<file path="src/logic/blob_pkg.sv">
// shared types, colour rules, message ids and register map of the blob tracker
package blob_pkg;

	////////////////////////////////////////////////////////////
	// stream types
	////////////////////////////////////////////////////////////

	typedef struct packed {
		logic [7:0] red;
		logic [7:0] green;
		logic [7:0] blue;
	} pixel_t;

	// one stream word, pixel plus packet marks
	typedef struct packed {
		pixel_t pix;
		logic   sop;
		logic   eop;
	} beat_t;

	typedef logic [10:0] coord_t;

	typedef struct packed {
		coord_t xmin;
		coord_t ymin;
		coord_t xmax;
		coord_t ymax;
	} box_t;

	// enum order is also detection priority
	typedef enum logic [2:0] {
		COL_NONE,
		COL_RED,
		COL_GREEN,
		COL_BLUE,
		COL_VIOLET,
		COL_YELLOW
	} colour_e;

	localparam int NUM_COLOURS = 5;

	////////////////////////////////////////////////////////////
	// colour rules, all bounds exclusive except v_hi
	////////////////////////////////////////////////////////////

	// with h_wrap set the hue matches above h_hi or below h_lo
	typedef struct packed {
		logic [7:0] h_lo;
		logic [7:0] h_hi;
		logic [7:0] h_wrap;
		logic [7:0] s_lo;
		logic [7:0] s_hi;
		logic [7:0] v_lo;
		logic [7:0] v_hi;
	} hsv_rule_t;

	// index 0 is red, through 4 for yellow
	localparam hsv_rule_t COLOUR_RULES [NUM_COLOURS] = '{
		'{8'd25, 8'd170, 8'd1, 8'd149, 8'd232, 8'd125, 8'd200},
		'{8'd60, 8'd80, 8'd0, 8'd75, 8'd200, 8'd50, 8'd128},
		'{8'd90, 8'd120, 8'd0, 8'd76, 8'd195, 8'd25, 8'd128},
		// violet is hue below 15 only, the high side can never match
		'{8'd15, 8'd255, 8'd1, 8'd80, 8'd150, 8'd75, 8'd125},
		'{8'd25, 8'd45, 8'd0, 8'd100, 8'd153, 8'd102, 8'd245}
	};

	// indexed by colour_e, none paints black
	localparam pixel_t HIGHLIGHT [6] = '{
		24'h000000, 24'hff0001, 24'h00ff00, 24'h0000ff, 24'h8e1596, 24'hedff6f
	};

	// outline pixel, index 0 is red
	localparam pixel_t BOX_COLOUR [NUM_COLOURS] = '{
		24'hff7575, 24'h92ff96, 24'h92eeff, 24'hff92ea, 24'hf9ff92
	};

	////////////////////////////////////////////////////////////
	// messages and register map
	////////////////////////////////////////////////////////////

	localparam logic [31:0] MSG_ID [NUM_COLOURS] = '{
		{8'h00, "RBB"}, {8'h00, "GBB"}, {8'h00, "BBB"}, {8'h00, "VBB"}, {8'h00, "YBB"}
	};

	localparam logic [31:0] CHIP_ID = 32'h1234eee2;

	typedef enum logic [2:0] {
		ADDR_STATUS = 3'd0,
		ADDR_MSG    = 3'd1,
		ADDR_ID     = 3'd2
	} mm_addr_e;

	// three words per colour, id then top-left then bottom-right
	typedef enum logic [3:0] {
		MSG_IDLE,
		MSG_R_ID, MSG_R_TL, MSG_R_BR,
		MSG_G_ID, MSG_G_TL, MSG_G_BR,
		MSG_B_ID, MSG_B_TL, MSG_B_BR,
		MSG_V_ID, MSG_V_TL, MSG_V_BR,
		MSG_Y_ID, MSG_Y_TL, MSG_Y_BR
	} msg_state_e;

endpackage
</file>
<file path="src/logic/stream_reg.sv">
// one valid/ready register stage holding a single stream beat
`timescale 1ns/1ps

module stream_reg (
	input  logic            clk,
	input  logic            reset_n,
	input  blob_pkg::beat_t data_in,
	input  logic            valid_in,
	output logic            ready_out,
	output blob_pkg::beat_t data_out,
	output logic            valid_out,
	input  logic            ready_in
);

	// accept when empty or when the held beat leaves this cycle
	assign ready_out = !valid_out || ready_in;

	always_ff @(posedge clk) begin
		if (!reset_n) begin
			valid_out <= 1'b0;
		end else if (ready_out) begin
			valid_out <= valid_in;
		end
	end

	// payload only loads on a real transfer
	always_ff @(posedge clk) begin
		if (ready_out && valid_in) begin
			data_out <= data_in;
		end
	end

endmodule

</file>
<file path="config.mk">
export PLATFORM = sky130hd
export DESIGN_NAME = stream_reg
export DESIGN_NICKNAME = d
export VERILOG_FILES = /design/src/logic/blob_pkg.sv /design/src/logic/stream_reg.sv
export SDC_FILE = /design/constraint.sdc
export NUM_CORES = 1
export LEC_CHECK = 0
export BUFFER_PORTS_ARGS = -buffer_cell sky130_fd_sc_hd__buf_2
export CORE_AREA = 2 2 50 52
export CTS_CLUSTER_SIZE = 20
export DETAILED_ROUTE_END_ITERATION = 12
export DIE_AREA = 0 0 52 54
export HOLD_SLACK_MARGIN = 0.06
export PLACE_DENSITY = 0.75
export SLEW_MARGIN = 20
export SYNTH_ARGS = -nofsm -noshare
export SYNTH_HDL_FRONTEND = slang
export SYNTH_SLANG_ARGS = --single-unit
</file>
<file path="constraint.sdc">
create_clock -name clk -period 1.1 [get_ports clk]
set_input_delay 0.055 -clock clk [delete_from_list [all_inputs] [get_ports clk]]
set_output_delay 0.055 -clock clk [all_outputs]
set_load 0.005 [all_outputs]
</file>
==> out/results.md <==
| Item | Reported |
|:---|:---|
| Outcome | completed |
| Inserted Clock Buffers | 3 |
| Multiplexer share of the synthesized area | 0% |
| GRT Resource Usage Total | 17.1% |
| Total number of vias | 669 |
| Number of remaining DRC errors | 0 |
| Root buffer selected by CTS | sky130_fd_sc_hd__clkbuf_4 |
| Number of synthesized register bits | 27 |
| Reported leakage power | 0.681 nW |
| Share of final-layout standard cells stronger than drive strength 1 | 54.4% |
| Clock tree from TritonCTS | done |
| IR drop worst, VDD | 1.03 mV |
| Number of nets in the final layout | 156 |
| Pin count of the biggest net entering global routing | 15 |
| Die Span X | 52 um |
| Number of iterations in the first detailed-routing pass | 4 |
| Type of the worst min-delay path | in2reg |
| Routed WL | 2400 um |
| Antenna cell count | 0 |
| Post-detailed-placement half-perimeter wirelength | 1200 um |
| Leading area contributor after synthesis | sky130_fd_sc_hd__edfxtp_1 |
| Initial Utilization | 36.1% |
| Die Area | 0.00281 mm^2 |
| Area overhead of the layout relative to synthesis | 86.9% |
| Antenna violations before repair | 0 |
| Post-Synth Simple-Gate Area | 2.69% |
| Proportion of synthesized chip area in sequential cells | 95.5% |
| Slew headroom | 90.5% |
| Mean instance size in the synthesized netlist | 27.0 um^2 |
| Type of the setup path with the least slack | reg2reg |
| Post-Syn Area | 838 um^2 |
| Hold violation total from the final report | 0 |
| GRT overflow | 0 |
| Fmax achieved | 926 MHz |
| Most instantiated library cell after synthesis | sky130_fd_sc_hd__edfxtp_1 |
| Pins over their slew limit | 0 |
| Number of library cell types mapped by synthesis | 6 |
| Die height | 54 um |
| Final core utilization | 67.5% |
| Post-Synthesis Cells | 31 |
| Number of flops mapped to enable cells by yosys | 26 |
| Proportion of synthesized flip-flops having asynchronous set or reset | 0% |
| Top flip-flop cell by instance count after synthesis | sky130_fd_sc_hd__edfxtp_1 |
| Clock network latency to the later pin of the worst-skew pair | 310 ps |
| Top-area cell type share of the netlist area | 93.1% |
| Global-route wire length before repair | 3330 um |
| Post-synthesis net count | 61 |
| Wire length per cell after detailed routing | 15.5 um |
| Xor/xnor cell area share of the yosys netlist | 0% |
| Count of yosys warnings during synthesis | 0 |
| Arithmetic-cell share of the synthesized area counting full adders, half adders and majority gates | 0% |
| Minimum period implied by the final worst setup slack | 1080 ps |
| Crit path capture type | flip-flop |
| Global placement routability congestion | 0.663 |
| TritonCTS sink count | 27 |
| Critical path arrival | 1140 ps |
| # setup viols final | 0 |
| Total power per unit cell area | 1220 mW/mm^2 |
| CTS max path bufs | 2 |
| Number of maximum-capacitance constraint violations | 0 |
| DRC marker count from the first detailed-route iteration | 9 |
| Critical path peak fanout | 5 |
| Port Buffers | 57 |
| Worst setup skew after layout | 13.5 ps |
| Ports | 58 |
| Placeable Area | 0.00232 mm^2 |
| Vias per cell | 4.32 |
| Setup repair after global routing missed its margin | false |
| Htree depth | 1 |
| Element type at the critical path start | flip-flop |
| Clock transition at the register clock pins on the worst setup and hold paths after CTS | 140 ps |
| Number of global-route vias before repair | 739 |
| Final ANT Viol Nets | 0 |
| Sum of negative setup slack | 0 ps |
| Transition time at the pin with the least slew margin | 143 ps |
| Number of placement rows | 18 |
| Period utilisation layout | 98.2% |
| WP data required | 1160 ps |
| Largest cells by area after synthesis | sky130_fd_sc_hd__edfxtp_1 (93%), sky130_fd_sc_hd__dfxtp_1 (2.4%), sky130_fd_sc_hd__nand2b_4 (1.6%), sky130_fd_sc_hd__a21boi_2 (1.3%), sky130_fd_sc_hd__and2_4 (1.0%) |
| Compound-cell area share of the yosys netlist | 1.34% |
| Combinational family with the most area after synthesis | simple AND/OR/NAND/NOR gates |
[metal layers]
layer	vias to the layer above	wire length (um)	GRT usage (%)
met5	-	0	0
met1	305	855	17.7
li1	311	-	-
met4	0	37	4.82
met3	6	238	6.11
met2	47	1270	32.5
[final timing paths]
| check | slack, ps | start | end | depth (start not counted) |
|---|---|---|---|---|
| min | 450 | data_in[7] | data_out[7] | 2 |
| max | 20 | valid_out | data_out[8] | 3 |
| min reg2reg | 630 | valid_out | valid_out | 3 |
| max reg2reg | 20 | valid_out | data_out[8] | 3 |
[critical path: stages (launching register included)]
cell                        delay (ps)
sky130_fd_sc_hd__dfxtp_2           370
sky130_fd_sc_hd__nand2b_4           80
sky130_fd_sc_hd__and2_4            210
sky130_fd_sc_hd__clkbuf_16         160
[through the flow]
| stage | total power, mW | worst slack [ps] | hold WS (ps) | area, um^2 | instances |
|---|---|---|---|---|---|
| 5_1_grt | 1.98 | 3.35 | 443 | 1570 | 155 |
| 3_3_place_gp | 1.41 | 91.0 | 231 | 1220 | 121 |
| 3_5_place_dp | 1.42 | 68.4 | 233 | 1220 | 121 |
| 6_report | 1.91 | 20.2 | 447 | 1570 | 155 |
| 4_1_cts | 1.88 | 17.1 | 436 | 1540 | 154 |
| 2_1_floorplan | 1.27 | 58.7 | 154 | 838 | 31 |
[timing repair]
| action | CTS | global route |
|---|---|---|
| endpoints found under the setup margin | 0 | 11 |
| setup buffers | 0 | 1 |
| hold buffers | 29 | 0 |
| resized for setup | 0 | 1 |
| endpoints found under the hold margin | 27 | 0 |
[cells in the final DEF, fill, tap and decap left out, drive strengths merged]
| master | instances |
|---|---|
| buf | 60 |
| dlygate4sd3 | 29 |
| edfxtp | 26 |
| clkbuf | 5 |
| nand2b | 1 |
| inv | 1 |
| a21boi | 1 |
| and2 | 1 |
| dfxtp | 1 |
[kinds of logic (layout without fill, tap and decap cells)]
| logic type | count (synthesis) | in the layout |
|---|---|---|
| flops | 27 | 27 |
| simple gates | 2 | 2 |
| compound gates | 1 | 1 |
| buf+inv | 1 | 95 |
[cell type report]
class	instances	area (um^2)
Fill cell	145	753
Inverter	1	3.75
Timing Repair Buffer	90	663
Sequential cell	27	802
Tap cell	30	37.5
Multi-Input combinational cell	3	33.8
Clock buffer	4	26.3
[sequential cells by signal, indices dropped and copies added, names as in the netlist]
| name | count |
|---|---|
| data_out | 26 |
| valid_out | 1 |
[power breakdown]
| part | internal (mW) | switching [mW] |
|---|---|---|
| combinational | 0.186 | 0.102 |
| clock | 0.141 | 0.266 |
| sequential | 1.20 | 0.0180 |
| total | 1.52 | 0.386 |
Note: power is estimated with default switching activity, not from simulation.
