--- config.mk ---
export PLATFORM = sky130hd
export DESIGN_NAME = msg_writer
export DESIGN_NICKNAME = d
export VERILOG_FILES = /design/src/logic/blob_pkg.sv /design/src/logic/msg_writer.sv
export SDC_FILE = /design/constraint.sdc
export NUM_CORES = 1
export LEC_CHECK = 0
export ABC_AREA = 1
export BUFFER_PORTS_ARGS = -buffer_cell sky130_fd_sc_hd__buf_2
export CORE_AREA = 2 2 104 106
export CTS_BUF_LIST = sky130_fd_sc_hd__clkbuf_4 sky130_fd_sc_hd__clkbuf_8
export DETAILED_ROUTE_END_ITERATION = 10
export DIE_AREA = 0 0 106 108
export GPL_TIMING_DRIVEN = 0
export PLACE_DENSITY = 0.77
export SLEW_MARGIN = 10
export SYNTH_ARGS = -nofsm -noshare
export SYNTH_HDL_FRONTEND = slang
export SYNTH_SLANG_ARGS = --single-unit
--- constraint.sdc ---
create_clock -name clk -period 8.15 [get_ports clk]
set_input_delay 0.815 -clock clk [delete_from_list [all_inputs] [get_ports clk]]
set_output_delay 0.815 -clock clk [all_outputs]
set_load 0.02 [all_outputs]
--- src/logic/blob_pkg.sv ---
// shared types, colour rules, message ids and register map of the blob tracker
package blob_pkg;

	////////////////////////////////////////////////////////////
	// stream types
	////////////////////////////////////////////////////////////

	typedef struct packed {
		logic [7:0] red;
		logic [7:0] green;
		logic [7:0] blue;
	} pixel_t;

	// one stream word, pixel plus packet marks
	typedef struct packed {
		pixel_t pix;
		logic   sop;
		logic   eop;
	} beat_t;

	typedef logic [10:0] coord_t;

	typedef struct packed {
		coord_t xmin;
		coord_t ymin;
		coord_t xmax;
		coord_t ymax;
	} box_t;

	// enum order is also detection priority
	typedef enum logic [2:0] {
		COL_NONE,
		COL_RED,
		COL_GREEN,
		COL_BLUE,
		COL_VIOLET,
		COL_YELLOW
	} colour_e;

	localparam int NUM_COLOURS = 5;

	////////////////////////////////////////////////////////////
	// colour rules, all bounds exclusive except v_hi
	////////////////////////////////////////////////////////////

	// with h_wrap set the hue matches above h_hi or below h_lo
	typedef struct packed {
		logic [7:0] h_lo;
		logic [7:0] h_hi;
		logic [7:0] h_wrap;
		logic [7:0] s_lo;
		logic [7:0] s_hi;
		logic [7:0] v_lo;
		logic [7:0] v_hi;
	} hsv_rule_t;

	// index 0 is red, through 4 for yellow
	localparam hsv_rule_t COLOUR_RULES [NUM_COLOURS] = '{
		'{8'd25, 8'd170, 8'd1, 8'd149, 8'd232, 8'd125, 8'd200},
		'{8'd60, 8'd80, 8'd0, 8'd75, 8'd200, 8'd50, 8'd128},
		'{8'd90, 8'd120, 8'd0, 8'd76, 8'd195, 8'd25, 8'd128},
		// violet is hue below 15 only, the high side can never match
		'{8'd15, 8'd255, 8'd1, 8'd80, 8'd150, 8'd75, 8'd125},
		'{8'd25, 8'd45, 8'd0, 8'd100, 8'd153, 8'd102, 8'd245}
	};

	// indexed by colour_e, none paints black
	localparam pixel_t HIGHLIGHT [6] = '{
		24'h000000, 24'hff0001, 24'h00ff00, 24'h0000ff, 24'h8e1596, 24'hedff6f
	};

	// outline pixel, index 0 is red
	localparam pixel_t BOX_COLOUR [NUM_COLOURS] = '{
		24'hff7575, 24'h92ff96, 24'h92eeff, 24'hff92ea, 24'hf9ff92
	};

	////////////////////////////////////////////////////////////
	// messages and register map
	////////////////////////////////////////////////////////////

	localparam logic [31:0] MSG_ID [NUM_COLOURS] = '{
		{8'h00, "RBB"}, {8'h00, "GBB"}, {8'h00, "BBB"}, {8'h00, "VBB"}, {8'h00, "YBB"}
	};

	localparam logic [31:0] CHIP_ID = 32'h1234eee2;

	typedef enum logic [2:0] {
		ADDR_STATUS = 3'd0,
		ADDR_MSG    = 3'd1,
		ADDR_ID     = 3'd2
	} mm_addr_e;

	// three words per colour, id then top-left then bottom-right
	typedef enum logic [3:0] {
		MSG_IDLE,
		MSG_R_ID, MSG_R_TL, MSG_R_BR,
		MSG_G_ID, MSG_G_TL, MSG_G_BR,
		MSG_B_ID, MSG_B_TL, MSG_B_BR,
		MSG_V_ID, MSG_V_TL, MSG_V_BR,
		MSG_Y_ID, MSG_Y_TL, MSG_Y_BR
	} msg_state_e;

endpackage
--- src/logic/msg_writer.sv ---
// counts frames and writes the fifteen box message words every interval
`timescale 1ns/1ps

module msg_writer #(
	parameter int MSG_INTERVAL = 6,
	parameter int FIFO_DEPTH   = 256
) (
	input  logic                                      clk,
	input  logic                                      reset_n,
	input  logic                                      frame_done,
	input  blob_pkg::box_t [blob_pkg::NUM_COLOURS-1:0] boxes,
	input  logic [blob_pkg::NUM_COLOURS-1:0]          seen,
	input  logic [7:0]                                fifo_level,
	output logic [31:0]                               msg_word,
	output logic                                      msg_write
);

	blob_pkg::msg_state_e state;
	logic [7:0] frame_cnt;
	logic [3:0] step;
	logic [2:0] sel;
	logic room;

	// fifteen free places still leave the fifo one short of full
	assign room = int'(fifo_level) + 15 < FIFO_DEPTH;

	always_ff @(posedge clk) begin
		if (!reset_n) begin
			frame_cnt <= '0;
			state <= blob_pkg::MSG_IDLE;
		end else begin
			// last word state rolls over into idle
			if (state != blob_pkg::MSG_IDLE) begin
				state <= blob_pkg::msg_state_e'(state + 4'd1);
			end
			if (frame_done) begin
				if (frame_cnt == 8'd0) begin
					frame_cnt <= 8'(MSG_INTERVAL - 1);
					if (room && state == blob_pkg::MSG_IDLE) begin
						state <= blob_pkg::MSG_R_ID;
					end
				end else begin
					frame_cnt <= frame_cnt - 8'd1;
				end
			end
		end
	end

	// colour index and word within the group of three
	assign step = state - 4'd1;
	assign sel = 3'(step / 4'd3);
	assign msg_write = (state != blob_pkg::MSG_IDLE);

	always_comb begin
		msg_word = '0;
		if (msg_write) begin
			case (step % 4'd3)
				4'd0: msg_word = blob_pkg::MSG_ID[sel];
				4'd1: msg_word = {16'(boxes[sel].xmin), 16'(boxes[sel].ymin)};
				default: msg_word = {16'(boxes[sel].xmax), 16'(boxes[sel].ymax)};
			endcase
			// a colour not seen last frame reports zero corners
			if (step % 4'd3 != 4'd0 && !seen[sel]) begin
				msg_word = '0;
			end
		end
	end

endmodule

==> impl_metrics.ini <==
[sta]
fmax_mhz = 196
tightest_slew_ns = 0.640
clock-skew-final_ns = 0.00115
setup_viol = 0
rsz0062_at_grt = no
timing_hold_violations_final = 0
final_max_slew_viol_count = 0
slew_headroom_pct = 56.9
period_minus_slack_ns = 5.09
setup_tns_ns = 0
min_period_over_period_pct = 62.5

[setup_path]
endpoint_kind = output port
critPathBufInv = 8
worstPathRequired_ns = 7.34
arrival_ns = 4.28
slowest_delay_ns = 0.40
crit_family = simple AND/OR/NAND/NOR gates
critPathKind = flop to output port
rrSetupSlack_ns = 6.25
r2r_end = frame_cnt[7]
r2r_start = frame_cnt[0]
cp-start-kind = flop
reg2reg_depth = 8
cpMaxStageDelayCell = dfxtp_1
crit_fanout = 10

[hold_path]
min_to = frame_cnt[2]
hold_path.class = flop to flop
min-delay-start = frame_cnt[2]
whs_path_depth = 2

[detailed_routing]
drt_iter0_markers = 493
vias = 5768
routed_wirelength_mm = 17.2
viasPerCell = 5.06
highest_layer = met5
wl_met1_mm = 6.86
wire_per_inst_um = 15.1
drt_drc_violations_left = 0
firstDrtPassIters = 6
ant_nets = 0
dr_wl_met3_mm = 1.77
wl_met2_mm = 7.98

[yosys]
synth_cells = 735
ys.flop_type = dfxtp_1
avgSynthCellArea_sq_um = 5.14
async_flop_share_pct = 0
ys_ff_latch = 12
yosysSeqAreaShare_pct = 6.36
synthDistinctLibCells = 37
yosysWarnings = 0
synth_edf_count = 0
netlist_area_sq_um = 3770

[grt]
grt_max_degree = 11
grt_pass1_wl_mm = 25.8
grt_antenna_before_repair = 1
grtUsageTotal_pct = 28.2
grt_pass1_vias = 5144
overflow = 0

[cells_and_area]
fillers = 1164
areaGrowthSynthToFinish_pct = 41.0
final_area_sq_um = 5320
antenna_cells = 0
fin_util_pct = 52.0
multiInputGateArea_sq_um = 2840
layout-drive-gt1-share_pct = 34.3
regArea_sq_um = 240
finalNetCount = 1250
instances_no_fill = 1141

[placement]
port_buffers = 258
gp_congestion = 0.988
placed_area_sq_um = 5270
dp.cells = 1137
dp_hpwl_mm = 14.3

[clock_tree]
post_cts_resized = 0
cts_setup_buffers = 0
numCtsBuffers = 3
clk_pin_slew_ns = 0.05
cts-root-buf = clkbuf_8
clock_sinks = 12
clkLatencyLatePin_ns = 0.24
htreeDepth = 1
cts_hold_buf = 0
cts_tree = built
clockBufferDepth = 2

[floorplan]
dieArea_sq_um = 11400
die_w_um = 106
initial_utilization_pct = 36.9
std_cell_rows = 37
die_y_um = 108
core-area_sq_um = 10200
io_pins = 269

[status]
status = completed

[run]
cap_violations = 0
## state kept, by name (all words and copies together), names as in the netlist
register   flops
frame_cnt      8
state          4
## cell families after synthesis
logic type               count (synthesis)  synth area share [%]
AND/OR/NAND/NOR                        455                  54.0
buffers and inverters                  156                  19.2
AO/OA/AOI/OAI                           98                  16.5
flip-flops                              12                  6.36
adder cells (fa/ha/maj)                  8                  2.65
XOR/XNOR                                 5                  1.16
other                                    1                0.0993
## synth_stat cells (10+ instances only)
| cell type | number | area, sq um |
|---|---|---|
| nand3_1 | 145 | 726 |
| inv_1 | 91 | 342 |
| buf_2 | 19 | 95.1 |
| a21oi_1 | 10 | 50.1 |
| o21ai_0 | 30 | 150 |
| nor2_1 | 81 | 304 |
| dfxtp_1 | 12 | 240 |
| buf_4 | 21 | 158 |
| a21oi_2 | 11 | 96.3 |
| nand2_1 | 196 | 736 |
| o211ai_1 | 29 | 218 |
| clkbuf_1 | 12 | 45.0 |
## cells in the final DEF, fill, tap and decap left out, types with 2 or more instances in the layout
cell and count:
conb_1 9, nand3_2 3, buf_2 277, clkbuf_1 12
nand4_1 5, o21ai_0 30, a21oi_1 10, xor2_1 3
nor2_8 2, buf_6 5, nand2_1 196, nand2_2 8
o21bai_1 2, nand3_1 145, nand2_4 4, inv_1 91
clkbuf_8 4, ha_1 8, inv_2 5, nor2_1 81
a31oi_1 6, xnor2_1 2, o21ai_1 8, nor3_1 4
dfxtp_1 12, a21oi_2 11, o211ai_1 29, buf_1 2
buf_4 21, or2_2 2
## tightest hold or removal path, delay by kind of cell (launching register included)
kind | cells | cell delay (ns)
compound gates | 1 | 0.05
simple gates | 1 | 0.06
flops | 1 | 0.32
## worst max path at each step
| stage | startpoint | end | cells past startpoint |
|---|---|---|---|
| 6_report | state[0] | msg_word[20] | 26 |
| 5_1_grt | state[0] | msg_word[16] | 26 |
| 4_1_cts | state[0] | msg_word[20] | 26 |
| 3_5_place_dp | state[0] | msg_word[20] | 26 |
| 3_3_place_gp | state[0] | msg_word[20] | 26 |
| 2_1_floorplan | state[0] | msg_word[20] | 25 |
## per-layer routing
metal  track usage [%]  vias to the layer above
met5                 0                        -
met4              8.74                        2
met3              6.21                       46
met2              48.2                      343
met1              35.4                     2478
li1                  -                     2899
## cell type report
| class | instances | share of cell area, % |
|---|---|---|
| inverters | 97 | 6.84 |
| plain buffers | 59 | 6.80 |
| well taps | 136 | 3.20 |
| flip-flops and latches | 12 | 4.51 |
| clock buffers | 4 | 1.03 |
| multi-input cells | 575 | 53.4 |
| repair buffers | 258 | 24.3 |
## per-stage QoR
step / hold WS [ns] / setup slack [ns]
floorplan: 0.439 / 3.87
global placement: 0.453 / 3.38
detailed placement: 0.468 / 3.34
CTS: 0.477 / 3.07
global route: 0.503 / 2.69
finish: 0.476 / 3.06
Power is not shown: default switching activity piles up to over one toggle a cycle in this logic, so the estimate is an artifact.
