===== src/logic/blob_pkg.sv =====
// shared types, colour rules, message ids and register map of the blob tracker
package blob_pkg;

	////////////////////////////////////////////////////////////
	// stream types
	////////////////////////////////////////////////////////////

	typedef struct packed {
		logic [7:0] red;
		logic [7:0] green;
		logic [7:0] blue;
	} pixel_t;

	// one stream word, pixel plus packet marks
	typedef struct packed {
		pixel_t pix;
		logic   sop;
		logic   eop;
	} beat_t;

	typedef logic [10:0] coord_t;

	typedef struct packed {
		coord_t xmin;
		coord_t ymin;
		coord_t xmax;
		coord_t ymax;
	} box_t;

	// enum order is also detection priority
	typedef enum logic [2:0] {
		COL_NONE,
		COL_RED,
		COL_GREEN,
		COL_BLUE,
		COL_VIOLET,
		COL_YELLOW
	} colour_e;

	localparam int NUM_COLOURS = 5;

	////////////////////////////////////////////////////////////
	// colour rules, all bounds exclusive except v_hi
	////////////////////////////////////////////////////////////

	// with h_wrap set the hue matches above h_hi or below h_lo
	typedef struct packed {
		logic [7:0] h_lo;
		logic [7:0] h_hi;
		logic [7:0] h_wrap;
		logic [7:0] s_lo;
		logic [7:0] s_hi;
		logic [7:0] v_lo;
		logic [7:0] v_hi;
	} hsv_rule_t;

	// index 0 is red, through 4 for yellow
	localparam hsv_rule_t COLOUR_RULES [NUM_COLOURS] = '{
		'{8'd25, 8'd170, 8'd1, 8'd149, 8'd232, 8'd125, 8'd200},
		'{8'd60, 8'd80, 8'd0, 8'd75, 8'd200, 8'd50, 8'd128},
		'{8'd90, 8'd120, 8'd0, 8'd76, 8'd195, 8'd25, 8'd128},
		// violet is hue below 15 only, the high side can never match
		'{8'd15, 8'd255, 8'd1, 8'd80, 8'd150, 8'd75, 8'd125},
		'{8'd25, 8'd45, 8'd0, 8'd100, 8'd153, 8'd102, 8'd245}
	};

	// indexed by colour_e, none paints black
	localparam pixel_t HIGHLIGHT [6] = '{
		24'h000000, 24'hff0001, 24'h00ff00, 24'h0000ff, 24'h8e1596, 24'hedff6f
	};

	// outline pixel, index 0 is red
	localparam pixel_t BOX_COLOUR [NUM_COLOURS] = '{
		24'hff7575, 24'h92ff96, 24'h92eeff, 24'hff92ea, 24'hf9ff92
	};

	////////////////////////////////////////////////////////////
	// messages and register map
	////////////////////////////////////////////////////////////

	localparam logic [31:0] MSG_ID [NUM_COLOURS] = '{
		{8'h00, "RBB"}, {8'h00, "GBB"}, {8'h00, "BBB"}, {8'h00, "VBB"}, {8'h00, "YBB"}
	};

	localparam logic [31:0] CHIP_ID = 32'h1234eee2;

	typedef enum logic [2:0] {
		ADDR_STATUS = 3'd0,
		ADDR_MSG    = 3'd1,
		ADDR_ID     = 3'd2
	} mm_addr_e;

	// three words per colour, id then top-left then bottom-right
	typedef enum logic [3:0] {
		MSG_IDLE,
		MSG_R_ID, MSG_R_TL, MSG_R_BR,
		MSG_G_ID, MSG_G_TL, MSG_G_BR,
		MSG_B_ID, MSG_B_TL, MSG_B_BR,
		MSG_V_ID, MSG_V_TL, MSG_V_BR,
		MSG_Y_ID, MSG_Y_TL, MSG_Y_BR
	} msg_state_e;

endpackage

===== src/logic/box_tracker.sv =====
// frame coordinates, per-colour bounding boxes and output pixel selection
`timescale 1ns/1ps

module box_tracker #(
	parameter int IMAGE_W = 640,
	parameter int IMAGE_H = 480,
	parameter int BORDER  = 20
) (
	input  logic                                      clk,
	input  logic                                      reset_n,
	input  logic                                      mode,
	input  blob_pkg::beat_t                           in_beat,
	input  logic                                      in_valid,
	input  logic                                      out_ready,
	input  blob_pkg::colour_e                         colour,
	output blob_pkg::beat_t                           out_beat,
	output blob_pkg::box_t [blob_pkg::NUM_COLOURS-1:0] boxes,
	output logic [blob_pkg::NUM_COLOURS-1:0]          seen,
	output logic                                      frame_done
);

	localparam blob_pkg::coord_t X_LAST = blob_pkg::coord_t'(IMAGE_W - 1);
	localparam blob_pkg::coord_t Y_LAST = blob_pkg::coord_t'(IMAGE_H - 1);

	blob_pkg::coord_t x, y;
	logic is_video;
	logic xfer;
	logic border;
	logic frame_end;
	blob_pkg::box_t [blob_pkg::NUM_COLOURS-1:0] run_box;
	logic [blob_pkg::NUM_COLOURS-1:0] run_seen;

	// only a beat moving into out_reg counts
	assign xfer = in_valid && out_ready;
	assign frame_end = xfer && in_beat.eop && !in_beat.sop && is_video;

	assign border = (x <= BORDER) || (y <= BORDER) || (x >= IMAGE_W - BORDER)
		|| (y >= IMAGE_H - BORDER);

	////////////////////////////////////////////////////////////
	// pixel position and packet type
	////////////////////////////////////////////////////////////

	always_ff @(posedge clk) begin
		if (!reset_n) begin
			x <= '0;
			y <= '0;
			is_video <= 1'b0;
		end else if (xfer) begin
			if (in_beat.sop) begin
				x <= '0;
				y <= '0;
				// video packets carry zero in the low nibble of blue
				is_video <= (in_beat.pix.blue[3:0] == 4'h0);
			end else if (x == X_LAST) begin
				x <= '0;
				y <= y + 1'b1;
			end else begin
				x <= x + 1'b1;
			end
		end
	end

	////////////////////////////////////////////////////////////
	// running boxes for the current frame
	////////////////////////////////////////////////////////////

	always_ff @(posedge clk) begin
		if (!reset_n) begin
			run_seen <= '0;
		end else if (xfer) begin
			if (in_beat.sop) begin
				// start inverted so the first hit sets every edge
				run_seen <= '0;
				for (int c = 0; c < blob_pkg::NUM_COLOURS; c++) begin
					run_box[c] <= '{xmin: X_LAST, ymin: Y_LAST, xmax: '0, ymax: '0};
				end
			end else if (!border) begin
				for (int c = 0; c < blob_pkg::NUM_COLOURS; c++) begin
					if (int'(colour) == c + 1) begin
						if (x < run_box[c].xmin) run_box[c].xmin <= x;
						if (x > run_box[c].xmax) run_box[c].xmax <= x;
						if (y < run_box[c].ymin) run_box[c].ymin <= y;
						// rows arrive in order, so the latest row is the bottom
						run_box[c].ymax <= y;
						run_seen[c] <= 1'b1;
					end
				end
			end
		end
	end

	// end of a video frame, hold boxes for the next frame's overlay
	always_ff @(posedge clk) begin
		if (!reset_n) begin
			seen <= '0;
			frame_done <= 1'b0;
		end else begin
			frame_done <= frame_end;
			if (frame_end) begin
				boxes <= run_box;
				seen <= run_seen;
			end
		end
	end

	////////////////////////////////////////////////////////////
	// output pixel
	////////////////////////////////////////////////////////////

	always_comb begin
		out_beat = in_beat;
		// sop words and non-video packets are left alone
		if (mode && !in_beat.sop && is_video) begin
			out_beat.pix = border ? blob_pkg::HIGHLIGHT[blob_pkg::COL_NONE]
				: blob_pkg::HIGHLIGHT[colour];
			// outline lines across the frame, red drawn on top
			for (int c = blob_pkg::NUM_COLOURS - 1; c >= 0; c--) begin
				if (seen[c] && (x == boxes[c].xmin || x == boxes[c].xmax
						|| y == boxes[c].ymin || y == boxes[c].ymax)) begin
					out_beat.pix = blob_pkg::BOX_COLOUR[c];
				end
			end
		end
	end

endmodule


===== config.mk =====
export PLATFORM = sky130hd
export DESIGN_NAME = box_tracker
export DESIGN_NICKNAME = d
export VERILOG_FILES = /design/src/logic/blob_pkg.sv /design/src/logic/box_tracker.sv
export SDC_FILE = /design/constraint.sdc
export NUM_CORES = 1
export LEC_CHECK = 0
export BUFFER_PORTS_ARGS = -buffer_cell sky130_fd_sc_hd__buf_2
export CAP_MARGIN = 5
export CORE_ASPECT_RATIO = 2
export CORE_MARGIN = 2
export CORE_UTILIZATION = 40
export CTS_CLUSTER_SIZE = 28
export DETAILED_ROUTE_END_ITERATION = 10
export MAX_ROUTING_LAYER = met4
export PLACE_DENSITY_LB_ADDON = 0.3
export SETUP_SLACK_MARGIN = 0.5
export SLEW_MARGIN = 0
export SYNTH_ARGS = -nofsm -noshare
export SYNTH_HDL_FRONTEND = slang
export SYNTH_SLANG_ARGS = --single-unit
export TNS_END_PERCENT = 5

===== constraint.sdc =====
create_clock -name clk -period 19.33 [get_ports clk]
set_input_delay 0.9665 -clock clk [delete_from_list [all_inputs] [get_ports clk]]
set_output_delay 0.9665 -clock clk [all_outputs]
set_load 0.01 [all_outputs]

==> run summary <==
Status = completed
DRT Pass-1 Iters = 5
Fin Setup TNS = 0 ns
RSZ-0062 raised after global routing = false
Post-synthesis async set-or-reset flop share = 0
First-pass GRT wire length = 98290 microns
CP bufs+invs = 2
CTS Hold Bufs = 0
#FFs+latches synth = 474
R2R Setup Slk = 14.97 ns
P per Cell Area = 78.03 mW/mm^2
Final RePlAce weighted congestion = 0.9049
Crit path max-delay family = compound AO/OA/AOI/OAI gates
Global route overflow = 0
Antenna violations before repair = 3
Reg2Reg Capture Point = run_box[149]
Latest clock arrival within the worst-skew pair = 0.57 ns
Worst hold path type = reg -> reg
FMAX = 0.2042 GHz
H-tree levels = 2
Largest net degree at the start of global routing = 173
Most frequent cells in the layout = edfxtp_1 (440), buf_2 (285), xnor2_1 (224)
Number of setup buffers added after CTS = 0
Critical Path Sink Type = output pin
Syn nets = 1846
Register area share after synthesis = 0.6190
Worst-margin pin slew = 1.250 ns
Setup violators final = 0
Worst path slowest cell = dfxtp_1
Via count = 14.57k
Post-route cell area = 0.02604 sq mm
Max Cap Viol = 0
Routed WL = 69030 microns
Leakage = 10.14 nW
Startpoint types = flop
Worst path cell trace = inv_1, ha_1, nor2b_1, o21ai_0, a22oi_1, nand3_4, nor2_1, a21boi_1, o311ai_2, buf_2
Number of synthesized flops with an enable pin = 440
R2R Path Start = y[0]
Main flop type after synthesis = edfxtp_1
Area growth, synth to finish = 16.02%
Cell count of the worst reg-to-reg path = 9
Fin crit share = 0.2534
Top cell type's share of synthesized area = 0.5886
Synth Warn # = 0
Slowest cell delay on critical path = 0.95 ns
Row count = 122
Vias in the first global route = 14.68k
Final #Nets = 2149
Initial DRC Count = 1126
Sink Count = 474
DIE WIDTH = 171.5 microns
Die H = 339.0 microns
CTS tree = done
Root Driver = clkbuf_16
Area leader, netlist = edfxtp_1
Port Buffer Count = 285
Clk buf depth = 3
Final Max Slew Viols = 0
CP required = 18.36 ns
TritonCTS Buffers = 42
Post-synthesis cell area = 0.02245 sq mm
Min-delay src = run_box[10]
Post-synth cell types = 67
Hold depth = 0
Critical Path AT = 3.93 ns
Full die area = 0.05814 sq mm
# DRC = 0
GRT Total Usage = 0.2416
Hold Fails Final Rpt = 0
DR vias/cell = 5.324
Mean post-synth cell area = 13.58 sq um
Routed Antenna Nets = 0
Detailed Place HPWL = 51430 microns
Reg clk slew, reported paths = 0.07 ns
Critical path type = reg -> out
Post-CTS Resized = 0
Mapped Cells = 1653
Starting Density = 0.4051
Hold endpoint = boxes[10]
Critical path peak fanout = 18
Worst slew margin = 0.1608
Synth area leaders = edfxtp_1 (59%), ha_1 (8.9%), xnor2_1 (8.7%), dfxtp_1 (3.0%), inv_1 (2.9%)
Placed inst area = 0.02465 sq mm
Most common cell after layout, fill and taps aside = edfxtp_1
IO Count = 286
Final min period = 4.898 ns
Core area = 0.05541 sq mm
Peak VDD IR = 0.00006955 V
Layout cells sized above 1 = 0.2116
Worst clock skew = 0.02199 ns
Wire per inst = 25.22 microns
## how the worst max path moves through the flow
stage | start | cells past startpoint | slack [ns] | endpoint
6_report | y[0] | 10 | 14.43 | out_beat[20]
5_1_grt | y[0] | 10 | 14.21 | out_beat[16]
4_1_cts | y[0] | 10 | 14.46 | out_beat[20]
3_5_place_dp | y[0] | 9 | 14.93 | run_box[15]
3_3_place_gp | y[0] | 9 | 15.17 | run_box[77]
2_1_floorplan | in_valid | 4 | 7.61 | boxes[0]
## layout make-up
class	instances	area (sq um)
Fill cell	4909	29370
Sequential cell	474	13890
Multi-Input combinational cell	943	7468
Timing Repair Buffer	319	1694
Clock buffer	56	1154
Tap cell	744	930.9
Inverter	176	660.6
Clock inverter	22	232.7
Antenna cell	3	7.507
## synthesized netlist by cell type (23+ instances only)
| library cell | instances |
|---|---|
| a21o_1 | 23 |
| a21oi_1 | 31 |
| buf_4 | 29 |
| dfxtp_1 | 34 |
| edfxtp_1 | 440 |
| ha_1 | 159 |
| inv_1 | 175 |
| nand2_1 | 33 |
| nand3_1 | 44 |
| nand4_1 | 57 |
| nor2_1 | 82 |
| nor2b_1 | 31 |
| nor3_1 | 28 |
| o21a_1 | 31 |
| o21ai_0 | 44 |
| xnor2_1 | 224 |
## registers in the layout, indices dropped and copies added (netlist names)
name	count
frame_done	1
is_video	1
x	11
y	11
run_seen	5
boxes	220
run_box	220
seen	5
## report_power, final
part	switching [mW]	internal [mW]	leakage (nW)	total [mW]
sequential	0.00500	1.12	4.27	1.12
clock	0.378	0.477	0.685	0.855
combinational	0.0358	0.0168	5.18	0.0526
total	0.419	1.61	10.1	2.03
## metrics by stage
step,cells,total power [mW],worst slack (ns),hold WS (ns),util
final,2737,2.032,14.43,0.4182,0.4700
after global routing,2737,2.086,14.21,0.4245,0.4700
after CTS,2734,2.046,14.46,0.4146,0.4699
after detailed placement,2656,1.199,14.93,0.4045,0.4448
after global placement,2656,1.198,15.17,0.4005,0.4448
after floorplan,1653,1.175,7.607,0.4003,-
## layer usage
| layer | global-route usage | vias to the layer above | wire length (microns) |
|---|---|---|---|
| li1 | - | 6552 | - |
| met3 | 0.02896 | 138 | 3466 |
| met2 | 0.4430 | 543 | 38050 |
| met1 | 0.2586 | 7338 | 24520 |
| met5 | - | - | 0 |
| met4 | 0.09887 | 0 | 2985 |
## cell families after synthesis
kind of cell,after synthesis,synth area share
buf+inv,236,0.04866
xor+xnor,239,0.09326
fa+ha+maj,159,0.08863
compound gates,202,0.06672
simple gates,337,0.08110
flops,474,0.6190
mux,6,0.002676
No activity file was read; power rests on OpenSTA's default activity.
