### config.mk
export PLATFORM = sky130hd
export DESIGN_NAME = mm_regs
export DESIGN_NICKNAME = d
export VERILOG_FILES = /design/src/logic/blob_pkg.sv /design/src/logic/mm_regs.sv
export SDC_FILE = /design/constraint.sdc
export NUM_CORES = 1
export LEC_CHECK = 0
export BUFFER_PORTS_ARGS = -buffer_cell sky130_fd_sc_hd__buf_2
export CORE_UTILIZATION = 40
export DETAILED_ROUTE_END_ITERATION = 8
export GPL_ROUTABILITY_DRIVEN = 0
export GPL_TIMING_DRIVEN = 0
export PLACE_DENSITY_LB_ADDON = 0.25
export SYNTH_ARGS = -nofsm -noshare
export SYNTH_HDL_FRONTEND = slang
export SYNTH_SLANG_ARGS = --single-unit
### constraint.sdc
create_clock -name clk -period 2.3 [get_ports clk]
set_input_delay 0.345 -clock clk [delete_from_list [all_inputs] [get_ports clk]]
set_output_delay 0.345 -clock clk [all_outputs]
set_load 0.02 [all_outputs]
### src/logic/blob_pkg.sv
// shared types, colour rules, message ids and register map of the blob tracker
package blob_pkg;

	////////////////////////////////////////////////////////////
	// stream types
	////////////////////////////////////////////////////////////

	typedef struct packed {
		logic [7:0] red;
		logic [7:0] green;
		logic [7:0] blue;
	} pixel_t;

	// one stream word, pixel plus packet marks
	typedef struct packed {
		pixel_t pix;
		logic   sop;
		logic   eop;
	} beat_t;

	typedef logic [10:0] coord_t;

	typedef struct packed {
		coord_t xmin;
		coord_t ymin;
		coord_t xmax;
		coord_t ymax;
	} box_t;

	// enum order is also detection priority
	typedef enum logic [2:0] {
		COL_NONE,
		COL_RED,
		COL_GREEN,
		COL_BLUE,
		COL_VIOLET,
		COL_YELLOW
	} colour_e;

	localparam int NUM_COLOURS = 5;

	////////////////////////////////////////////////////////////
	// colour rules, all bounds exclusive except v_hi
	////////////////////////////////////////////////////////////

	// with h_wrap set the hue matches above h_hi or below h_lo
	typedef struct packed {
		logic [7:0] h_lo;
		logic [7:0] h_hi;
		logic [7:0] h_wrap;
		logic [7:0] s_lo;
		logic [7:0] s_hi;
		logic [7:0] v_lo;
		logic [7:0] v_hi;
	} hsv_rule_t;

	// index 0 is red, through 4 for yellow
	localparam hsv_rule_t COLOUR_RULES [NUM_COLOURS] = '{
		'{8'd25, 8'd170, 8'd1, 8'd149, 8'd232, 8'd125, 8'd200},
		'{8'd60, 8'd80, 8'd0, 8'd75, 8'd200, 8'd50, 8'd128},
		'{8'd90, 8'd120, 8'd0, 8'd76, 8'd195, 8'd25, 8'd128},
		// violet is hue below 15 only, the high side can never match
		'{8'd15, 8'd255, 8'd1, 8'd80, 8'd150, 8'd75, 8'd125},
		'{8'd25, 8'd45, 8'd0, 8'd100, 8'd153, 8'd102, 8'd245}
	};

	// indexed by colour_e, none paints black
	localparam pixel_t HIGHLIGHT [6] = '{
		24'h000000, 24'hff0001, 24'h00ff00, 24'h0000ff, 24'h8e1596, 24'hedff6f
	};

	// outline pixel, index 0 is red
	localparam pixel_t BOX_COLOUR [NUM_COLOURS] = '{
		24'hff7575, 24'h92ff96, 24'h92eeff, 24'hff92ea, 24'hf9ff92
	};

	////////////////////////////////////////////////////////////
	// messages and register map
	////////////////////////////////////////////////////////////

	localparam logic [31:0] MSG_ID [NUM_COLOURS] = '{
		{8'h00, "RBB"}, {8'h00, "GBB"}, {8'h00, "BBB"}, {8'h00, "VBB"}, {8'h00, "YBB"}
	};

	localparam logic [31:0] CHIP_ID = 32'h1234eee2;

	typedef enum logic [2:0] {
		ADDR_STATUS = 3'd0,
		ADDR_MSG    = 3'd1,
		ADDR_ID     = 3'd2
	} mm_addr_e;

	// three words per colour, id then top-left then bottom-right
	typedef enum logic [3:0] {
		MSG_IDLE,
		MSG_R_ID, MSG_R_TL, MSG_R_BR,
		MSG_G_ID, MSG_G_TL, MSG_G_BR,
		MSG_B_ID, MSG_B_TL, MSG_B_BR,
		MSG_V_ID, MSG_V_TL, MSG_V_BR,
		MSG_Y_ID, MSG_Y_TL, MSG_Y_BR
	} msg_state_e;

endpackage
### src/logic/mm_regs.sv
// memory-mapped port for status, message reads, chip id and fifo flush
`timescale 1ns/1ps

module mm_regs (
	input  logic               clk,
	input  logic               reset_n,
	input  logic               s_chipselect,
	input  logic               s_read,
	input  logic               s_write,
	input  blob_pkg::mm_addr_e s_address,
	input  logic [31:0]        s_writedata,
	output logic [31:0]        s_readdata,
	input  logic [31:0]        fifo_q,
	input  logic [7:0]         fifo_level,
	input  logic               fifo_empty,
	output logic               fifo_pop,
	output logic               fifo_clear
);

	logic [7:0] status_reg;
	logic read_d;

	always_ff @(posedge clk) begin
		if (!reset_n) begin
			status_reg <= 8'h00;
		end else if (s_chipselect && s_write && s_address == blob_pkg::ADDR_STATUS) begin
			status_reg <= s_writedata[7:0];
		end
	end

	// bit 4 of a status write flushes the fifo
	assign fifo_clear = s_chipselect && s_write && s_address == blob_pkg::ADDR_STATUS
		&& s_writedata[4];

	// pop once per read pulse, on its first cycle
	assign fifo_pop = s_chipselect && s_read && !read_d && !fifo_empty
		&& s_address == blob_pkg::ADDR_MSG;

	always_ff @(posedge clk) begin
		if (!reset_n) begin
			s_readdata <= '0;
			read_d <= 1'b0;
		end else begin
			read_d <= s_read;
			if (s_chipselect && s_read) begin
				case (s_address)
					// flush bit is write-only
					blob_pkg::ADDR_STATUS: s_readdata <= {16'h0, fifo_level, status_reg & 8'hef};
					blob_pkg::ADDR_MSG: s_readdata <= fifo_q;
					blob_pkg::ADDR_ID: s_readdata <= blob_pkg::CHIP_ID;
					default: s_readdata <= '0;
				endcase
			end
		end
	end

endmodule

==> impl_metrics.yaml, run 1 <==
power:
  p_int_w: 0.000998
  power.share.sequential_pct: 53.8
  clock_power_share_pct: 31.8
  irDropWorstVdd_v: 0.000348
  power.switching_fraction_pct: 25.1
  p_per_area_nw_per_um2: 577
  switch_pwr_w: 0.000334
  power_frac_comb_pct: 14.4
  static-leakage-power_nw: 1.04
synth:
  ys_types: 25
  synth_top_cell_area_share_pct: 46.4
  netlist.top_cell.by_area: "dfxtp_1"
  postSynthAreaPerCell_um2: 8.58
  cell_types_occupying_the_most_area_after_synthesis: "dfxtp_1 (46%), a21oi_1 (9.3%), nand2_1 (8.0%), a22o_1 (5.1%), nand3_1 (4.9%)"
  netlist_area_um2: 1730
  postSynthCellCount: 201
  seq_area_frac_synth_pct: 46.4
  ys_seq_elements: 40
  mappedNetlistNets: 282
  synth_warnings: 0
timing:
  slew-limit-headroom_pct: 54.5
  layout_min_cycle_time_ns: 1.85
  tightest_slew_ns: 0.680
  timing.clock.skew_ns: 0.00456
  fin_tns_setup_ns: 0
  report.final.slew_viol_count: 0
  fin_crit_sh_pct: 80.5
  timing_hold_violations_final: 0
  fmax_achieved_ghz: 0.540
  setup_repair_after_global_routing_missed_its_margin: "false"
  setup_viol_count_final: 0
grt:
  grt.total_usage_pct: 20.1
  grt_remaining_overflow: 0
  global_route_wire_length_before_repair_mm: 6.87
  grt_max_degree: 12
  grt_antenna_before_repair: 0
  first_global_vias: 1550
floorplan:
  std_cell_rows: 23
  boundaryPins: 115
  fp.dieW_um: 67.7
  initial_core_utilization_pct: 42.5
  core_region_area_um2: 4060
  dieHeight_um: 67.7
  floorplan.die_area_um2: 4580
worst_hold_path:
  min-delay-path-class: "input port to register"
cells_and_area:
  total_area_of_multi_input_combinational_cells_um2: 843
  design_area_um2: 2310
  area_delta_synth_final_pct: 33.9
  sequential_cell_area_um2: 801
  layout.nets: 378
  largest_register_ff_count: 32
  antenna_cells: 0
  fill_cells: 396
  final_layout_size_suffix_gt1_share_pct: 36.4
status:
  outcome: "completed"
setup_path:
  required_ns: 1.96
  cp_max_fo: 10
  timing_worst_setup_path_type: "input port to output port"
  worstPathArrival_ns: 1.51
  crit_path_end_kind: "output port"
  start_kind: "input port"
clock_tree:
  clkLatencyLatePin_ns: 0.28
  post_cts.resized_instances: 0
  clock-sinks: 40
  cts_hold_repair.buffers: 0
  cts_made_buffers: 5
  cts_root_buf: "clkbuf_8"
  path_clk_slew_ns: 0.07
  h_tree_depth_reported_by_cts: 2
  cts_tree: "built"
  clk_path_buf_depth: 2
  cts_setup_buffers: 0
routing:
  route.final.wire_length_mm: 4.34
  ant_nets: 0
  post_drt_via_cell_ratio: 4.97
  drc_errors: 0
  drt_pre_antenna_iters: 5
  route.vias.total: 1726
  drtIter0Drc: 88
  wl_per_cell_um: 12.5
place:
  place_area_um2: 2230
  port_buffers: 89
  hpwlAfterDp_mm: 3.24
run:
  maxCapViolCount: 0
## power by group through the flow
stage | Sequential (W) | Clock [W] | Combinational [W]
3_3_place_gp | 0.000732 | 0 | 0.000191
2_1_floorplan | 0.000749 | 0 | 0.0000900
6_report | 0.000716 | 0.000424 | 0.000192
3_5_place_dp | 0.000732 | 0 | 0.000193
5_1_grt | 0.000718 | 0.000463 | 0.000213
4_1_cts | 0.000716 | 0.000442 | 0.000194
## path summary, 6_finish.rpt
check	depth (start not counted)	slack (ns)	end	start
setup / recovery	6	0.45	fifo_pop	s_address[2]
setup reg to reg	3	1.42	s_readdata[5]$_SDFFE_PN0N_	status_reg[5]$_SDFFE_PN0P_
hold reg to reg	2	0.45	s_readdata[12]$_SDFFE_PN0N_	s_readdata[12]$_SDFFE_PN0N_
hold / removal	3	0.30	s_readdata[18]$_SDFFE_PN0N_	fifo_q[18]
## worst max-delay path, cell delays in order
cell	delay, ns
buf_2	0.15
nor3b_4	0.39
buf_4	0.25
nand2_1	0.06
nor3_1	0.12
buf_2	0.18
## area by class of cell
class | count | area share, %
Buffer | 15 | 3.36
Multi-Input combinational cell | 145 | 36.5
Tap cell | 50 | 2.71
Sequential cell | 40 | 34.7
Inverter | 1 | 0.162
Timing Repair Buffer | 89 | 19.3
Clock inverter | 1 | 0.217
Clock buffer | 6 | 3.14
## stage by stage
step	worst slack [ns]	util (%)	power [W]	hold slack, ns	cells
2_1_floorplan	0.436	-	0.000839	0.431	201
3_3_place_gp	0.432	55.0	0.000923	0.436	340
3_5_place_dp	0.442	55.0	0.000925	0.441	340
4_1_cts	0.438	57.0	0.00135	0.288	347
5_1_grt	0.306	57.0	0.00139	0.306	347
6_report	0.448	57.0	0.00133	0.298	347
## routing by layer
layer	wire, µm	share of wire, %	vias to the layer above	global-route usage (%)
li1	-	-	889	-
met1	2070	48	777	26.4
met2	1960	45	55	31.8
met3	274	6.3	5	5.24
met4	36	0.83	0	6.38
met5	0	0	-	0
## cell usage after synthesis
master / count
a2111oi_4: 1
a21oi_1: 32
a22o_1: 10
and2_1: 3
and4b_1: 1
buf_1: 1
buf_2: 5
buf_4: 2
buf_6: 1
clkbuf_1: 6
dfxtp_1: 40
inv_2: 1
mux2_1: 5
mux2i_1: 7
nand2_1: 37
nand2_2: 1
nand2b_1: 10
nand3_1: 17
nor2_1: 2
nor2_2: 1
nor3_1: 11
nor3b_1: 1
nor3b_4: 1
o21ai_0: 3
o21ai_1: 2
## layout by cell type, fill, tap and decap left out, drive strengths merged
master   netlist  routed
clkbuf         6      12
a22o          10      10
nand3         17      17
mux2i          7       7
inv            1       1
a2111oi        1       1
clkinv         0       1
nor2           3       3
dfxtp         40      40
and4b          1       1
nor3          11      11
and2           3       3
a21oi         32      32
mux2           5       5
nand2b        10      10
nor3b          2       2
buf            9      98
nand2         38      38
o21ai          5       5
## cells by family after synthesis
| group | after synthesis | synth area share (%) |
|---|---|---|
| muxes | 12 | 7.32 |
| DFF | 40 | 46.4 |
| AOI/OAI and AO/OA | 48 | 17.4 |
| and+or+nand+nor | 85 | 24.1 |
| buffers and inverters | 16 | 4.71 |
Power figures use the tool's default switching activity.
==> run 2, diff against run 1 <==
--- a/config.mk
+++ b/config.mk
@@ -5,8 +5,9 @@
 export SDC_FILE = /design/constraint.sdc
 export NUM_CORES = 1
 export LEC_CHECK = 0
+export ABC_AREA = 1
 export BUFFER_PORTS_ARGS = -buffer_cell sky130_fd_sc_hd__buf_2
-export CORE_UTILIZATION = 40
+export CORE_UTILIZATION = 38
 export DETAILED_ROUTE_END_ITERATION = 8
 export GPL_ROUTABILITY_DRIVEN = 0
 export GPL_TIMING_DRIVEN = 0
==> constraint.sdc (replaced) <==
create_clock -name clk -period 1.7 [get_ports clk]
set_input_delay 0.255 -clock clk [delete_from_list [all_inputs] [get_ports clk]]
set_output_delay 0.255 -clock clk [all_outputs]
set_load 0.02 [all_outputs]
==> impl_metrics.yaml, run 2 <==
status:
  outcome: "completed"
clock_tree:
  cts_tree: "built"
  clock-sinks: 40
  cts_made_buffers: 5
  cts_root_buf: "clkbuf_8"
  path_clk_slew_ns: 0.08
  clk_path_buf_depth: 2
  cts_hold_repair.buffers: 0
  clkLatencyLatePin_ns: 0.30
  h_tree_depth_reported_by_cts: 2
cells_and_area:
  largest_register_ff_count: 32
  mostFrequentLayoutCell: "buf_2"
  final_layout_size_suffix_gt1_share_pct: 33.5
  area_delta_synth_final_pct: 36.1
  layout.nets: 423
  sequential_cell_area_um2: 801
  final_cell_count_no_fill: 395
  antenna_cells: 0
  layout_common_cells: "buf_2 (95), nand2_1 (77), dfxtp_1 (40), a21oi_1 (33), o21ai_0 (25)"
  total_area_of_multi_input_combinational_cells_um2: 808
  fill_cells: 433
  design_area_um2: 2390
place:
  hpwlAfterDp_mm: 3.35
  port_buffers: 89
  placed_cells_incl_taps: 388
  place_area_um2: 2260
routing:
  met2_length_mm: 1.99
  wl_per_cell_um: 11.7
  met1_length_mm: 2.25
  drt_pre_antenna_iters: 4
  drtIter0Drc: 105
  route.vias.total: 1886
  post_drt_via_cell_ratio: 4.77
  met3_length_um: 314
  drc_errors: 0
  route.top_layer_used: "met4"
  ant_nets: 0
  route.final.wire_length_mm: 4.63
floorplan:
  core_region_area_um2: 4380
  boundaryPins: 115
  dieHeight_um: 69.9
  fp.dieW_um: 69.9
  initial_core_utilization_pct: 40.0
  floorplan.die_area_um2: 4890
  std_cell_rows: 24
setup_path:
  required_ns: 1.44
  timing_worst_setup_path_type: "input port to output port"
  crit_path_end_kind: "output port"
  start_kind: "input port"
  cp_max_fo: 10
  worstPathArrival_ns: 1.21
power:
  p_int_w: 0.00161
  static-leakage-power_nw: 1.22
  p_per_area_nw_per_um2: 901
  irDropWorstVdd_v: 0.000470
  power_frac_comb_pct: 13.9
  clock_power_share_pct: 40.0
  power.share.sequential_pct: 46.1
  power.switching_fraction_pct: 25.2
  switch_pwr_w: 0.000541
synth:
  netlist.top_cell.by_area: "dfxtp_1"
  synth-main-ff-cell: "dfxtp_1"
  synth.cells.most_frequent: "nand2_1 (77), dfxtp_1 (40), a21oi_1 (33), o21ai_0 (25), nand3_1 (20)"
  postSynthCellCount: 247
  synth_enable_flop_cells: 0
  ys_types: 18
  cell_types_occupying_the_most_area_after_synthesis: "dfxtp_1 (46%), nand2_1 (16%), a21oi_1 (9.4%), o21ai_0 (7.1%), nand3_1 (5.7%)"
  mappedNetlistNets: 328
  ys_seq_elements: 40
  synth_top_cell_area_share_pct: 45.7
  synth-async-reset-ratio_pct: 0
  postSynthAreaPerCell_um2: 7.10
  seq_area_frac_synth_pct: 45.7
  synth_most_common_cell: "nand2_1"
  netlist_area_um2: 1750
  synth_warnings: 0
timing:
  timing.clock.skew_ns: 0.0103
  setup_repair_after_global_routing_missed_its_margin: "false"
  timing_hold_violations_final: 0
  fin_crit_sh_pct: 86.0
  fin_tns_setup_ns: 0
  slew-limit-headroom_pct: 67.7
  layout_min_cycle_time_ns: 1.46
  report.final.slew_viol_count: 0
  fmax_achieved_ghz: 0.684
  tightest_slew_ns: 0.485
  setup_viol_count_final: 0
grt:
  grt_max_degree: 13
  first_global_vias: 1678
  grt_remaining_overflow: 0
  grt.total_usage_pct: 19.8
  grt_antenna_before_repair: 0
  global_route_wire_length_before_repair_mm: 7.80
worst_hold_path:
  min-delay-path-class: "input port to register"
run:
  maxCapViolCount: 0
-- run 2: cell families after synthesis --
family / Yosys count / synth area share [%]
AND/OR/NAND/NOR: 118 / 29.0
AO/OA/AOI/OAI: 60 / 17.1
flip-flops: 40 / 45.7
buffers and inverters: 29 / 8.21
-- run 2: metal layers --
metal	global-route usage, %	vias to the layer above
met5	0	-
li1	-	993
met1	29.1	815
met2	29.1	70
met3	3.75	8
met4	6.67	0
-- run 2: final timing paths --
path / start / end / slack [ns] / depth (start not counted)
worst min register to register: s_readdata[7]$_SDFFE_PN0N_ / s_readdata[7]$_SDFFE_PN0N_ / 0.46 / 2
worst max-delay path: s_address[2] / fifo_clear / 0.24 / 6
worst min-delay path: s_writedata[3] / status_reg[3]$_SDFFE_PN0P_ / 0.18 / 3
worst max register to register: status_reg[1]$_SDFFE_PN0P_ / s_readdata[1]$_SDFFE_PN0N_ / 0.89 / 4
-- run 2: worst max-delay path, cell delays in order --
cell and delay [ns]:
buf_2 0.13, nor2_4 0.24, nand4_4 0.16, buf_6 0.18, nor2_1 0.07, buf_2 0.16
-- run 2: power by group through the flow --
stage               Sequential, W  Clock, W  Combinational, W
global placement          0.00101         0          0.000300
detailed placement        0.00101         0          0.000301
floorplan                 0.00105         0          0.000124
finish                   0.000990  0.000861          0.000299
global route             0.000995  0.000918          0.000334
CTS                      0.000990  0.000870          0.000302
-- run 2: metrics by stage --
stage	setup WS [ns]	total power, W	utilization (%)	hold slack [ns]
detailed placement	0.0948	0.00131	51.6	0.455
finish	0.238	0.00215	54.4	0.176
global placement	0.150	0.00131	51.6	0.449
CTS	0.0710	0.00216	54.5	0.177
floorplan	0.191	0.00118	-	0.348
global route	0.145	0.00225	54.4	0.185
-- run 2: what timing repair did --
action / CTS / global route
resized for setup: 0 / 0
endpoints found under the setup margin: 0 / 1
buffers inserted: 0 / 0
-- run 2: layout make-up --
cell class,instances,share of cell area (%)
multi-input cells,178,33.9
flip-flops and latches,40,33.6
repair buffers,89,18.7
clock buffers,7,4.04
plain buffers,14,3.67
well taps,52,2.73
inverters,14,2.20
clock inverters,1,1.26
